==> config.mk <==
export PLATFORM = sky130hd
export DESIGN_NAME = alu_cmp
export DESIGN_NICKNAME = d
export VERILOG_FILES = /design/src/hdl/alu_pkg.sv /design/src/hdl/alu_cmp.sv
export SDC_FILE = /design/constraint.sdc
export NUM_CORES = 1
export LEC_CHECK = 0
export BUFFER_PORTS_ARGS = -buffer_cell sky130_fd_sc_hd__clkbuf_2
export CORE_AREA = 2 2 98 100
export DETAILED_ROUTE_END_ITERATION = 8
export DIE_AREA = 0 0 100 102
export GPL_ROUTABILITY_DRIVEN = 0
export PLACE_DENSITY = 0.68
export RECOVER_POWER = 25
export SLEW_MARGIN = 30
export SYNTH_ARGS = -nofsm -noshare
export SYNTH_HDL_FRONTEND = slang
export SYNTH_SLANG_ARGS = --single-unit
==> constraint.sdc <==
create_clock -name vclk -period 3.2
set_input_delay 0.32 -clock vclk [all_inputs]
set_output_delay 0.32 -clock vclk [all_outputs]
set_load 0.005 [all_outputs]
==> src/hdl/alu_pkg.sv <==
// Encodings shared by the integer lane; opcode values must match the decoder that feeds it
package alu_pkg;

	// Datapath width used when the top level is not given one
	localparam int DEFAULT_WID = 64;

	// ==========================================================
	// Major opcodes
	// ==========================================================
	typedef enum logic [6:0] {
		OP_R2     = 7'h02,
		OP_CHK    = 7'h03,
		OP_ADDI   = 7'h04,
		OP_SUBFI  = 7'h05,
		OP_CMPI   = 7'h06,
		OP_CMPUI  = 7'h07,
		OP_ANDI   = 7'h08,
		OP_ORI    = 7'h09,
		OP_EORI   = 7'h0A,
		OP_MULI   = 7'h0C,
		OP_MULUI  = 7'h0D,
		OP_DIVI   = 7'h0E,
		OP_DIVUI  = 7'h0F,
		OP_SHIFT  = 7'h10,
		OP_SEQI   = 7'h18,
		OP_SLTI   = 7'h19,
		OP_SLTUI  = 7'h1A,
		OP_ZSEQI  = 7'h1C,
		OP_ZSLTI  = 7'h1D,
		OP_ZSLTUI = 7'h1E,
		OP_MOV    = 7'h20,
		OP_NOP    = 7'h7F
	} alu_op_e;

	// ==========================================================
	// Register-register functions
	// ==========================================================
	typedef enum logic [6:0] {
		FN_ADD = 7'h04, FN_SUB = 7'h05, FN_CMP = 7'h06, FN_CMPU = 7'h07,
		FN_AND = 7'h08, FN_OR = 7'h09, FN_EOR = 7'h0A,
		FN_NAND = 7'h0C, FN_NOR = 7'h0D, FN_ENOR = 7'h0E,
		FN_MUL = 7'h10, FN_MULU = 7'h11, FN_MULW = 7'h12, FN_MULUW = 7'h13,
		FN_DIV = 7'h14, FN_DIVU = 7'h15, FN_MOD = 7'h16, FN_MODU = 7'h17,
		FN_CMOVZ = 7'h18, FN_CMOVNZ = 7'h19,
		FN_SEQ = 7'h20, FN_SLT = 7'h21, FN_SLTU = 7'h22,
		FN_ZSEQ = 7'h28, FN_ZSLT = 7'h29, FN_ZSLTU = 7'h2A,
		FN_MINMAX = 7'h30, FN_BYTENDX = 7'h31
	} alu_fn_e;

	// Shift kind, carried in the low two bits of op2
	typedef enum logic [1:0] {
		SH_ASL = 2'd0,
		SH_LSR = 2'd1,
		SH_ASR = 2'd2
	} shift_fn_e;

	// Exception causes reported on exc
	typedef enum logic [7:0] {
		FLT_NONE   = 8'h00,
		FLT_DBZ    = 8'h10,
		FLT_UNIMP  = 8'h11,
		FLT_BOUNDS = 8'h12,
		FLT_PRIV   = 8'h13,
		FLT_CANARY = 8'h14
	} cause_e;

endpackage

==> src/hdl/alu_cmp.sv <==
// Relation flags are unsigned and signed views of the same operands and sit in bits 4:0 only
`timescale 1ns/10ps

module alu_cmp #(
	parameter int WID = alu_pkg::DEFAULT_WID
) (
	input  logic [WID-1:0] a,
	input  logic [WID-1:0] b,
	input  logic [WID-1:0] i,
	input  logic           cmp_imm,
	output logic [WID-1:0] cmpo
);

	logic [WID-1:0] rhs;

	// Immediate compares use the immediate as the second operand
	assign rhs = cmp_imm ? i : b;

	always_comb
	begin
		cmpo = '0;
		// Equal
		cmpo[0] = (a == rhs);
		// Signed less-than
		cmpo[1] = ($signed(a) < $signed(rhs));
		// Unsigned less-than
		cmpo[2] = (a < rhs);
		// Signed greater-than
		cmpo[3] = ($signed(a) > $signed(rhs));
		// Unsigned greater-than
		cmpo[4] = (a > rhs);
	end

endmodule

## Yosys cells after proc, flatten, opt, wreduce, memory -nomap -nowiden

Index checks and enable logic that the tools add are counted.

- $add $sub $neg: 0
- Shift-type cells: 0
- Reduce and logical (&&, ||, !) cells: 0
- Divide/modulo/power cells: 0
- Order comparisons: 4
- Bitwise operators: 0
- Multiply operators: 0
- Equal/unequal tests: 1
- Mux-type cells: 1

Operators with widths:

| cell | count |
|---|---|
| 64-bit greater-than comparator | 2 |
| 64-bit less-than comparator | 2 |
| 64-bit == test | 1 |
| 64-bit two-way mux | 1 |

- ROM bits: 0
- Memories: 0
- Input port bits: 193
- Logic and storage cells: 6
- Bits in writable memories: 0
- Output and inout port bits: 64
- Bits in latches: 0
- Flip-flop bits (word level): 0

## Logic depth before layout (Yosys ltp)

Gate-level depths: netlist of the first run.

- Depth in word-level cells: 2
- Mapped depth: 11
- Gate-level depth less buffers: 9

## Worst setup path after synthesis of the first run

No wires, ideal clock.

- Path type: input -> output
- Start: input port cmp_imm
- End: output port cmpo[3]
- Required time: 2880 ps
- Data arrival time: 2782 ps
- Path slack: 98 ps
- Stages: 11
- Path buffers: 2
- Path through: clkbuf_1 -> buf_1 -> mux2i_1 -> ha_1 -> a21o_1 -> nand3_1 -> a21oi_1 -> o31a_1 -> nor4_2 -> nand3_1 -> a21oi_1

- Word-level cells in the longest chain between the ends: 2

RTL lines:

| what | RTL line | text |
|---|---|---|
| start, declared | alu_cmp.sv:10 | `input logic cmp_imm,` |
| 64-bit two-way mux | alu_cmp.sv:17 | `assign rhs = cmp_imm ? i : b;` |
| 64-bit greater-than comparator | alu_cmp.sv:29 | `cmpo[3] = ($signed(a) > $signed(rhs));` |
| end, declared | alu_cmp.sv:11 | `output logic [WID-1:0] cmpo` |

No other way between the ends.

## Final worst setup path of the first run

- Start: input port cmp_imm
- End: output port cmpo[1]

- Word-level cells in the longest chain between the ends: 2

RTL lines:

| what | RTL line | text |
|---|---|---|
| 64-bit two-way mux | alu_cmp.sv:17 |  |
| 64-bit less-than comparator | alu_cmp.sv:25 | `cmpo[1] = ($signed(a) < $signed(rhs));` |

No other way between the ends.

==> impl_results.md, run 1 <==
* Worst slack at placement at about 0.14 ns
* Syn Area/Cell at between 8 and 9 sq um
* Multi-input logic area at roughly 2300 sq um
* CP Data Required Time at 2.88 ns
* Die Ht at 102 um
* Final setup margin at about 0.15 ns
* Remaining DRCs at 0
* Worst Setup End Kind: output port
* Crit Path Class: in2out
* CP cell instances: buf_4 -> buf_12 -> buf_4 -> mux2i_1 -> ha_1 -> nand4_1 -> or3_4 -> a21oi_2 -> nor4b_4 -> a2bb2oi_2 -> a21o_1 -> and2_1 -> clkbuf_2
* Antenna-violating nets left at 0
* GRT Util Overall at 0.138
* Vias per cell at between 4 and 5
* Clock buffers at 0
* Detailed Route Iter0 Violations at 33
* Post-Syn Area at about 2600 sq um
* CP Depth at 13
* Synth Warn # at 0
* Unrepaired setup endpoints after global routing: no
* Largest area contributor in the netlist: ha_1
* I/O Buffers at ~200
* Final WL at between 7 and 8 mm
* Pre-Repair DR Iteration Count at 4
* Family with the most delay on the worst path: simple AND/OR/NAND/NOR gates
* Pint at between 200 and 250 uW
* Io pins at 257
* Register Area at 0 sq um
* Die area at between 10000 and 15000 sq um
* Chip width at about 100 um
* Synth cell types at 40
* Post-CTS Hold Buffers at 0
* Slew Limit Fails at 0
* Setup TNS at 0 ns
* Via count at around 2.8k
* Leak Pwr at between 2 and 2.5 nW
* Final Critical Period at around 3.1 ns
* DP Wirelength at about 7.5 mm
* Global-route wire length before repair at around 12 mm
* Starting Density at 0.282
* Grt ovf at 0
* Clock power share at 0
* Final net count at roughly 760
* Seq pwr share at 0
* Fill cells at roughly 960
* Synth top area share at 0.312
* Largest net degree at the start of global routing at 20
* Combinational power share at 1.000
* Max cap viols at 0
* Startpoint Class: input pin
* Final Hold Fails at 0
* Antenna violations before repair at 0
* Seq cells at 0
* Total core area at about 9000 sq um
* Count of final setup violators at 0
* Layout cell share with drive strength beyond 1 at 0.444
* Synth area leaders: ha_1 31%, mux2i_1 25%, buf_4 17%
* Status: finished, final reports clean
* Final worst path period share at 0.953
* Critical-path top delay cell: or3_4
* Drt wl/cell at 13.0 um
* Crit Path Max Fanout at 18
* Switch Pwr at 226 uW
* P per Cell Area at 132 nW/um^2
* WP data arrival at between 2 and 3 ns
* Area growth, synth to finish at 39.9%
* Syn Inst Count at approximately 300
* VDD IR max at 0.0538 mV
* Ant. Diodes at 0
* Row count at 35
* Bufs and invs on worst path at 4
* CP max stage delay at between 0.4 and 0.5 ns
* Hold depth at 6
* Crit path top cell by count: buf_4
* Vias in the first global route at 2707
* Switching share of total power at 0.475
* Hold Path Class: in2out
* Seq/Total Area, Yosys at 0
* Max Freq at 328 MHz
-- per-stage QoR --
stage | cells | cell area [sq um] | utilization | hold WS [ns] | total power [mW]
6_report | 613 | 3590 | 0.394 | 1.24 | 0.476
5_1_grt | 613 | 3590 | 0.394 | 1.29 | 0.536
4_1_cts | 607 | 3540 | 0.388 | 1.26 | 0.473
3_5_place_dp | 607 | 3540 | 0.388 | 1.25 | 0.470
3_3_place_gp | 607 | 3540 | 0.388 | 1.26 | 0.456
2_1_floorplan | 357 | 2780 | - | 0.924 | 0.313
-- final cells by class --
type                            instances  area share
Timing Repair Buffer                  211       0.314
Tap cell                              111      0.0387
Multi-Input combinational cell        287       0.643
Inverter                                4     0.00418
-- cells in the final DEF (no fill, tap or decap), types with 2 or more instances in the layout --
master / instances
buf_4: 11
mux2i_1: 63
nor3_1: 2
nor2_1: 2
nand2_1: 13
inv_1: 4
a221oi_1: 3
a21o_1: 5
o21ai_1: 3
conb_1: 59
ha_1: 64
clkbuf_2: 197
a21oi_1: 26
nand4_1: 13
nor4_1: 2
nand3_1: 8
buf_12: 3
nand4_2: 2
-- synth_stat cells, drive strengths merged (2+ instances only) --
cell type,number
a21o,5
a21oi,27
a221oi,3
buf,65
ha,64
inv,4
mux2i,63
nand2,14
nand3,8
nand4,15
nor2,2
nor3,3
nor4,4
o21ai,4
-- logic make-up (layout without fill, tap and decap cells) --
| logic type | count (synthesis) | after routing | share of synthesized area |
|---|---|---|---|
| AND/OR/NAND/NOR | 51 | 51 | 0.126 |
| buffers and inverters | 70 | 215 | 0.189 |
| AO/OA/AOI/OAI | 49 | 49 | 0.122 |
| other | 1 | 59 | 0.00146 |
| multiplexers | 64 | 64 | 0.250 |
| adder cells (fa/ha/maj) | 64 | 64 | 0.312 |
-- power groups by stage --
stage | Clock, mW | Sequential, mW | Combinational [mW]
4_1_cts | 0 | 0 | 0.473
6_report | 0 | 0 | 0.476
3_5_place_dp | 0 | 0 | 0.470
5_1_grt | 0 | 0 | 0.536
2_1_floorplan | 0 | 0 | 0.313
3_3_place_gp | 0 | 0 | 0.456
-- path summary, 6_finish.rpt --
check / from / end / slack (ns)
setup / recovery: cmp_imm / cmpo[1] / 0.15
hold / removal: a[63] / cmpo[3] / 1.24
-- routing by layer --
layer | track usage | vias up | part of all wire
li1 | - | 1430 | -
met3 | 0.0164 | 4 | 0.079
met4 | 0.00527 | 0 | 0.0038
met2 | 0.290 | 140 | 0.53
met5 | 0 | - | 0
met1 | 0.153 | 1250 | 0.39
-- repair_timing --
action,CTS,global route
setup buffers,0,6
gates resized for setup,0,2
endpoints found under the setup margin,0,2
Power figures use the tool's default switching activity.
==> inputs of run 2 (changes only) <==
--- a/config.mk
+++ b/config.mk
@@ -10,7 +10,7 @@
 export DETAILED_ROUTE_END_ITERATION = 8
 export DIE_AREA = 0 0 100 102
 export GPL_ROUTABILITY_DRIVEN = 0
-export PLACE_DENSITY = 0.68
+export PLACE_DENSITY = 0.7
 export RECOVER_POWER = 25
 export SLEW_MARGIN = 30
 export SYNTH_ARGS = -nofsm -noshare
==> impl_results.md, run 2 (synthesis results as in run 1) <==
* Status: finished, final reports clean (unchanged)
* Power Total at 482 uW (was 476 uW)
* Antenna-violating nets left at 0 (unchanged)
* Post-CTS Resized at 0 (unchanged)
* Final worst path period share at 0.944 (was 0.953)
* Area growth, synth to finish at 40.6% (was 39.9%)
* Postcts setup bufs at 0 (unchanged)
* Via count at 2783 (was 2824)
* Starting Density at 0.282 (unchanged)
* Startpoint Class: input pin (unchanged)
* Final net count at 755 (was 761)
* Commonest non-fill, non-tap cell in the layout: clkbuf_2 (unchanged)
* CP max stage delay at 0.37 ns (was 0.44 ns)
* Chip width at 100 um (unchanged)
* WP data arrival at 2.70 ns (was 2.73 ns)
* Crit Path Max Fanout at 10 (was 18)
* Max cap viols at 0 (unchanged)
* Post-CTS Hold Buffers at 0 (unchanged)
* Vias per cell at 4.58 (was 4.61)
* Total core area at 9110 sq um (unchanged)
* Hold Path Class: in2out (unchanged)
* Final instance area at 3610 sq um (was 3590 sq um)
* Placed insts at 604 (was 607)
* Worst Setup End Kind: output port (unchanged)
* Global-route wire length before repair at 11.6 mm (was 11.7 mm)
* CP Data Required Time at 2.88 ns (about the same)
* Most frequent cells in the layout: 197 x clkbuf_2, 64 x ha_1, 62 x mux2i_1 (was 197 x clkbuf_2, 64 x ha_1, 63 x mux2i_1)
* Fill cells at 927 (was 957)
* Leak Pwr at 2.20 nW (was 2.21 nW)
* Final Non-Filler Cells at 607 (was 613)
* GRT Util Overall at 0.137 (was 0.138)
* Detailed Route Iter0 Violations at 27 (was 33)
* P per Cell Area at 134 nW/um^2 (was 132 nW/um^2)
* Pre-Repair DR Iteration Count at 4 (unchanged)
* Register Area at 0 sq um (unchanged)
* Slew Limit Fails at 0 (unchanged)
* Final Critical Period at 3.02 ns (was 3.05 ns)
* Final WL at 8.22 mm (was 7.99 mm)
* Count of final setup violators at 0 (unchanged)
* Layout cell share with drive strength beyond 1 at 0.446 (was 0.444)
* Clock buffers at 0 (unchanged)
* Final Hold Fails at 0 (unchanged)
* Bufs and invs on worst path at 4 (unchanged)
* Max Freq at 331 MHz (was 328 MHz)
* Die Ht at 102 um (unchanged)
* Grt ovf at 0 (unchanged)
* CP cell instances: buf_6 -> buf_12 -> mux2i_2 -> ha_1 -> nand4_1 -> inv_1 -> a221oi_2 -> o32ai_1 -> nor4_2 -> nand3_1 -> a21oi_2 -> clkbuf_2 (was buf_4 -> buf_12 -> buf_4 -> mux2i_1 -> ha_1 -> nand4_1 -> or3_4 -> a21oi_2 -> nor4b_4 -> a2bb2oi_2 -> a21o_1 -> and2_1 -> clkbuf_2)
* Placed instance area at 3500 sq um (was 3540 sq um)
* Die area at 10200 sq um (unchanged)
* Io pins at 257 (unchanged)
* Largest net degree at the start of global routing at 43 (was 20)
* Vias in the first global route at 2682 (was 2707)
* Drt wl/cell at 13.5 um (was 13.0 um)
* DP Wirelength at 7.32 mm (was 7.49 mm)
* I/O Buffers at 198 (unchanged)
* VDD IR max at 0.0545 mV (was 0.0538 mV)
* Remaining DRCs at 0 (unchanged)
* Family with the most delay on the worst path: simple AND/OR/NAND/NOR gates (unchanged)
* Crit Path Class: in2out (unchanged)
* Row count at 35 (unchanged)
* Critical-path top delay cell: nor4_2 (was or3_4)
* Ant. Diodes at 0 (unchanged)
* Seq cells at 0 (unchanged)
* Antenna violations before repair at 0 (unchanged)
-- run 2: cell count changes in the layout (fill, tap and decap cells not counted), moves of 2 or more --
cell / previous run / this run
buf_4: 11 / 2
a221oi_2: 0 / 2
buf_12: 3 / 1
clkbuf_16: 0 / 3
a221oi_1: 3 / 1
-- run 2: per-layer routing --
metal / global-route usage / part of all wire / vias up
li1: - / - / 1417
met1: 0.148 / 0.38 / 1232
met2: 0.301 / 0.55 / 132
met3: 0.00752 / 0.062 / 2
met4: 0.00632 / 0.0049 / 0
met5: 0 / 0 / -
-- run 2: area by class of cell --
type,count,area [sq um],area share
timing repair buffer,205,1130,0.314
multi-input combinational,287,2320,0.643
inverter,4,15.0,0.00416
tap,111,139,0.0385
-- run 2: through the flow --
step | setup TNS (ns) | utilization | setup slack, ns | hold WS (ns)
floorplan | 0 | - | 0.0978 | 0.924
global placement | 0 | 0.384 | 0.138 | 1.21
detailed placement | 0 | 0.384 | 0.0417 | 1.21
CTS | 0 | 0.384 | 0.0336 | 1.21
global route | -0.0678 | 0.396 | -0.0381 | 1.25
finish | 0 | 0.396 | 0.180 | 1.21
-- run 2: tightest hold or removal path, stage by stage --
cell      delay, ns
clkbuf_2       0.08
ha_1           0.23
nand4_1        0.07
nor3_1         0.08
clkbuf_2       0.13
-- run 2: report_power, final --
part	switching, mW	total (mW)	internal, mW
Sequential	0	0	0
Combinational	0.233	0.482	0.249
Clock	0	0	0
Total	0.233	0.482	0.249
-- run 2: worst paths after layout --
check | cells after the start | start | endpoint | slack (ns)
max | 12 | cmp_imm | cmpo[3] | 0.18
min | 5 | a[1] | cmpo[0] | 1.21
==> inputs of run 3 (changes only) <==
--- a/config.mk
+++ b/config.mk
@@ -5,14 +5,16 @@
 export SDC_FILE = /design/constraint.sdc
 export NUM_CORES = 1
 export LEC_CHECK = 0
+export ABC_AREA = 1
 export BUFFER_PORTS_ARGS = -buffer_cell sky130_fd_sc_hd__clkbuf_2
-export CORE_AREA = 2 2 98 100
+export CORE_AREA = 2 2 101 103
 export DETAILED_ROUTE_END_ITERATION = 8
-export DIE_AREA = 0 0 100 102
+export DIE_AREA = 0 0 103 105
 export GPL_ROUTABILITY_DRIVEN = 0
-export PLACE_DENSITY = 0.7
+export PLACE_DENSITY = 0.67
 export RECOVER_POWER = 25
 export SLEW_MARGIN = 30
 export SYNTH_ARGS = -nofsm -noshare
 export SYNTH_HDL_FRONTEND = slang
 export SYNTH_SLANG_ARGS = --single-unit
+export TNS_END_PERCENT = 100
==> impl_results.md, run 3 <==
* Starting Density at 0.272 (was 0.282)
* Crit Path Max Fanout at 27 (was 10)
* Hold Path Class: in2out (unchanged)
* Slew Limit Fails at 0 (unchanged)
* Antenna violations before repair at 1 (was 0)
* Post-Synth XOR/XNOR Area at 0 (unchanged)
* Die Ht at 105 um (was 102 um)
* Max Freq at 357 MHz (was 331 MHz)
* CP Data Required Time at 2.88 ns (about the same)
* Synth cell types at 21 (was 40)
* Largest area contributor in the netlist: ha_1 (unchanged)
* Met3 Resource Use GR at 0.0194 (was 0.00752)
* Status: finished, final reports clean (unchanged)
* Placed instance area at 3570 sq um (was 3500 sq um)
* Io pins at 257 (unchanged)
* Final Critical Period at 2.80 ns (was 3.02 ns)
* Power Total at 452 uW (was 482 uW)
* Ant. Diodes at 0 (unchanged)
* Detailed Route Iter0 Violations at 38 (was 27)
* Mux contribution to synthesized area at 0.245 (was 0.250)
* GRT Util Overall at 0.136 (was 0.137)
* Drt wl/cell at 11.9 um (was 13.5 um)
* Final net count at 806 (was 755)
* Post-synthesis compound-gate area fraction at 0.0792 (was 0.122)
* Commonest non-fill, non-tap cell in the layout: clkbuf_2 (unchanged)
* Post-Synth Adder-Cell Area at 0.305 (was 0.312)
* VDD IR max at 0.0774 mV (was 0.0545 mV)
* Count of final setup violators at 0 (unchanged)
* Global-route wire length before repair at 11.9 mm (was 11.6 mm)
* P per Cell Area at 127 nW/um^2 (was 134 nW/um^2)
* Met1 Resource Use GR at 0.145 (was 0.148)
* Layout cell share with drive strength beyond 1 at 0.373 (was 0.446)
* Fill cells at 1021 (was 927)
* Synth top area share at 0.305 (was 0.312)
* Hold depth at 6 (was 5)
* Synth Warn # at 0 (unchanged)
* DP Wirelength at 7.77 mm (was 7.32 mm)
* Final instance area at 3570 sq um (was 3610 sq um)
* Chip width at 103 um (was 100 um)
* Worst Hold Path EP: cmpo[1] (was cmpo[0])
* Syn Area/Cell at 7.40 sq um (was 8.58 sq um)
* Post-Syn Area at 2620 sq um (was 2570 sq um)
* Seq cells at 0 (unchanged)
* Antenna-violating nets left at 0 (unchanged)
* Row count at 36 (was 35)
* Main combinational cell family by area after synthesis: adder cells (unchanged)
* Post-CTS Resized at 0 (unchanged)
* Synth Area in Simple Gates at 0.164 (was 0.126)
* Startpoint Class: input pin (unchanged)
* Total core area at 9640 sq um (was 9110 sq um)
* Unrepaired setup endpoints after global routing: no
* Grt ovf at 0 (unchanged)
* Via count at 2872 (was 2783)
* Register Area at 0 sq um (unchanged)
* I/O Buffers at 198 (unchanged)
* Synth area leaders: ha_1 31%, mux2i_1 24%, buf_4 17% (was ha_1 31%, mux2i_1 25%, buf_4 17%)
* Final WL at 8.12 mm (was 8.22 mm)
* Setup TNS at 0 ns (unchanged)
* Final Hold Fails at 0 (unchanged)
* Most frequent cells in the layout: 197 x clkbuf_2, 64 x nand2_1, 64 x ha_1 (was 197 x clkbuf_2, 64 x ha_1, 62 x mux2i_1)
* Syn Inst Count at 354 (was 299)
* Worst Setup End Kind: output port (unchanged)
* Largest net degree at the start of global routing at 28 (was 43)
* Seq/Total Area, Yosys at 0 (unchanged)
* Area growth, synth to finish at 36.1% (was 40.6%)
* Die area at 10800 sq um (was 10200 sq um)
* Post-CTS Hold Buffers at 0 (unchanged)
* Vias per cell at 4.22 (was 4.58)
* Postcts setup bufs at 0 (unchanged)
* WP data arrival at 2.48 ns (was 2.70 ns)
* Top Usage Layer GRT: met2 (unchanged)
* Min Hold Slack at 1.23 ns (was 1.21 ns)
* Met2 Resource Use GR at 0.283 (was 0.301)
* Clock buffers at 0 (unchanged)
* Max cap viols at 0 (unchanged)
* Final worst path period share at 0.875 (was 0.944)
* Vias in the first global route at 2754 (was 2682)
* Remaining DRCs at 0 (unchanged)
* Leak Pwr at 2.28 nW (was 2.20 nW)
* Crit Path Class: in2out (unchanged)
* Pre-Repair DR Iteration Count at 4 (unchanged)
* Min-delay src: a[63] (was a[1])
* Commonest cells post-synth: 64 x ha_1, 64 x nand2_1, 63 x mux2i_1, 59 x buf_4, 28 x a21oi_1 (was 64 x ha_1, 63 x mux2i_1, 59 x buf_4, 26 x a21oi_1)
[run 3: cell count changes after synthesis, moves of 4 or more]
cell,delta
nand4_1,-6
a21o_1,-4
nor2_1,+19
buf_2,+7
inv_1,+12
nand2_1,+51
buf_1,-6
o21ai_0,+4
[run 3: worst max path at each step]
stage | from | end | slack (ns) | cells past startpoint
after floorplan | cmp_imm | cmpo[3] | 0.81 | 15
after global placement | cmp_imm | cmpo[3] | 0.40 | 16
after detailed placement | cmp_imm | cmpo[4] | 0.35 | 12
after CTS | cmp_imm | cmpo[4] | 0.35 | 12
after global routing | cmp_imm | cmpo[3] | 0.13 | 14
final | cmp_imm | cmpo[4] | 0.40 | 12
[run 3: metal layers]
layer  part of all wire  up-vias
li1                   -     1504
met1               0.38     1207
met2               0.52      153
met3              0.093        6
met4             0.0038        2
met5             0.0016        -
[run 3: metrics by stage]
| step | instances | worst slack, ns | utilization |
|---|---|---|---|
| floorplan | 412 | 0.805 | - |
| global placement | 680 | 0.396 | 0.370 |
| detailed placement | 680 | 0.348 | 0.370 |
| CTS | 680 | 0.351 | 0.370 |
| global route | 680 | 0.133 | 0.370 |
| finish | 680 | 0.400 | 0.370 |
[run 3: cell families (layout without fill, tap and decap cells)]
group / Yosys count / after routing
other cells: 1 / 59
simple gates: 104 / 104
fa+ha+maj: 64 / 64
compound gates: 39 / 39
buf+inv: 82 / 217
mux: 64 / 64
[run 3: worst max-delay path: stages]
cell and delay, ns:
buf_4 0.30, buf_12 0.27, mux2i_1 0.12, ha_1 0.38, nand4_1 0.16, nor2_1 0.16, and3_1 0.18, and2b_1 0.14
inv_1 0.05, nor2_1 0.19, nor2_1 0.08, clkbuf_2 0.11
[run 3: cell type report]
| cell class | count | area (sq um) | share of cell area |
|---|---|---|---|
| repair buffers | 201 | 1040 | 0.292 |
| inverters | 16 | 60.1 | 0.0168 |
| well taps | 133 | 166 | 0.0466 |
| multi-input cells | 330 | 2300 | 0.645 |
[run 3: power breakdown]
part	switching, mW	total, mW	internal [mW]
logic	0.224	0.452	0.229
registers	0	0	0
clock network	0	0	0
total	0.224	0.452	0.229
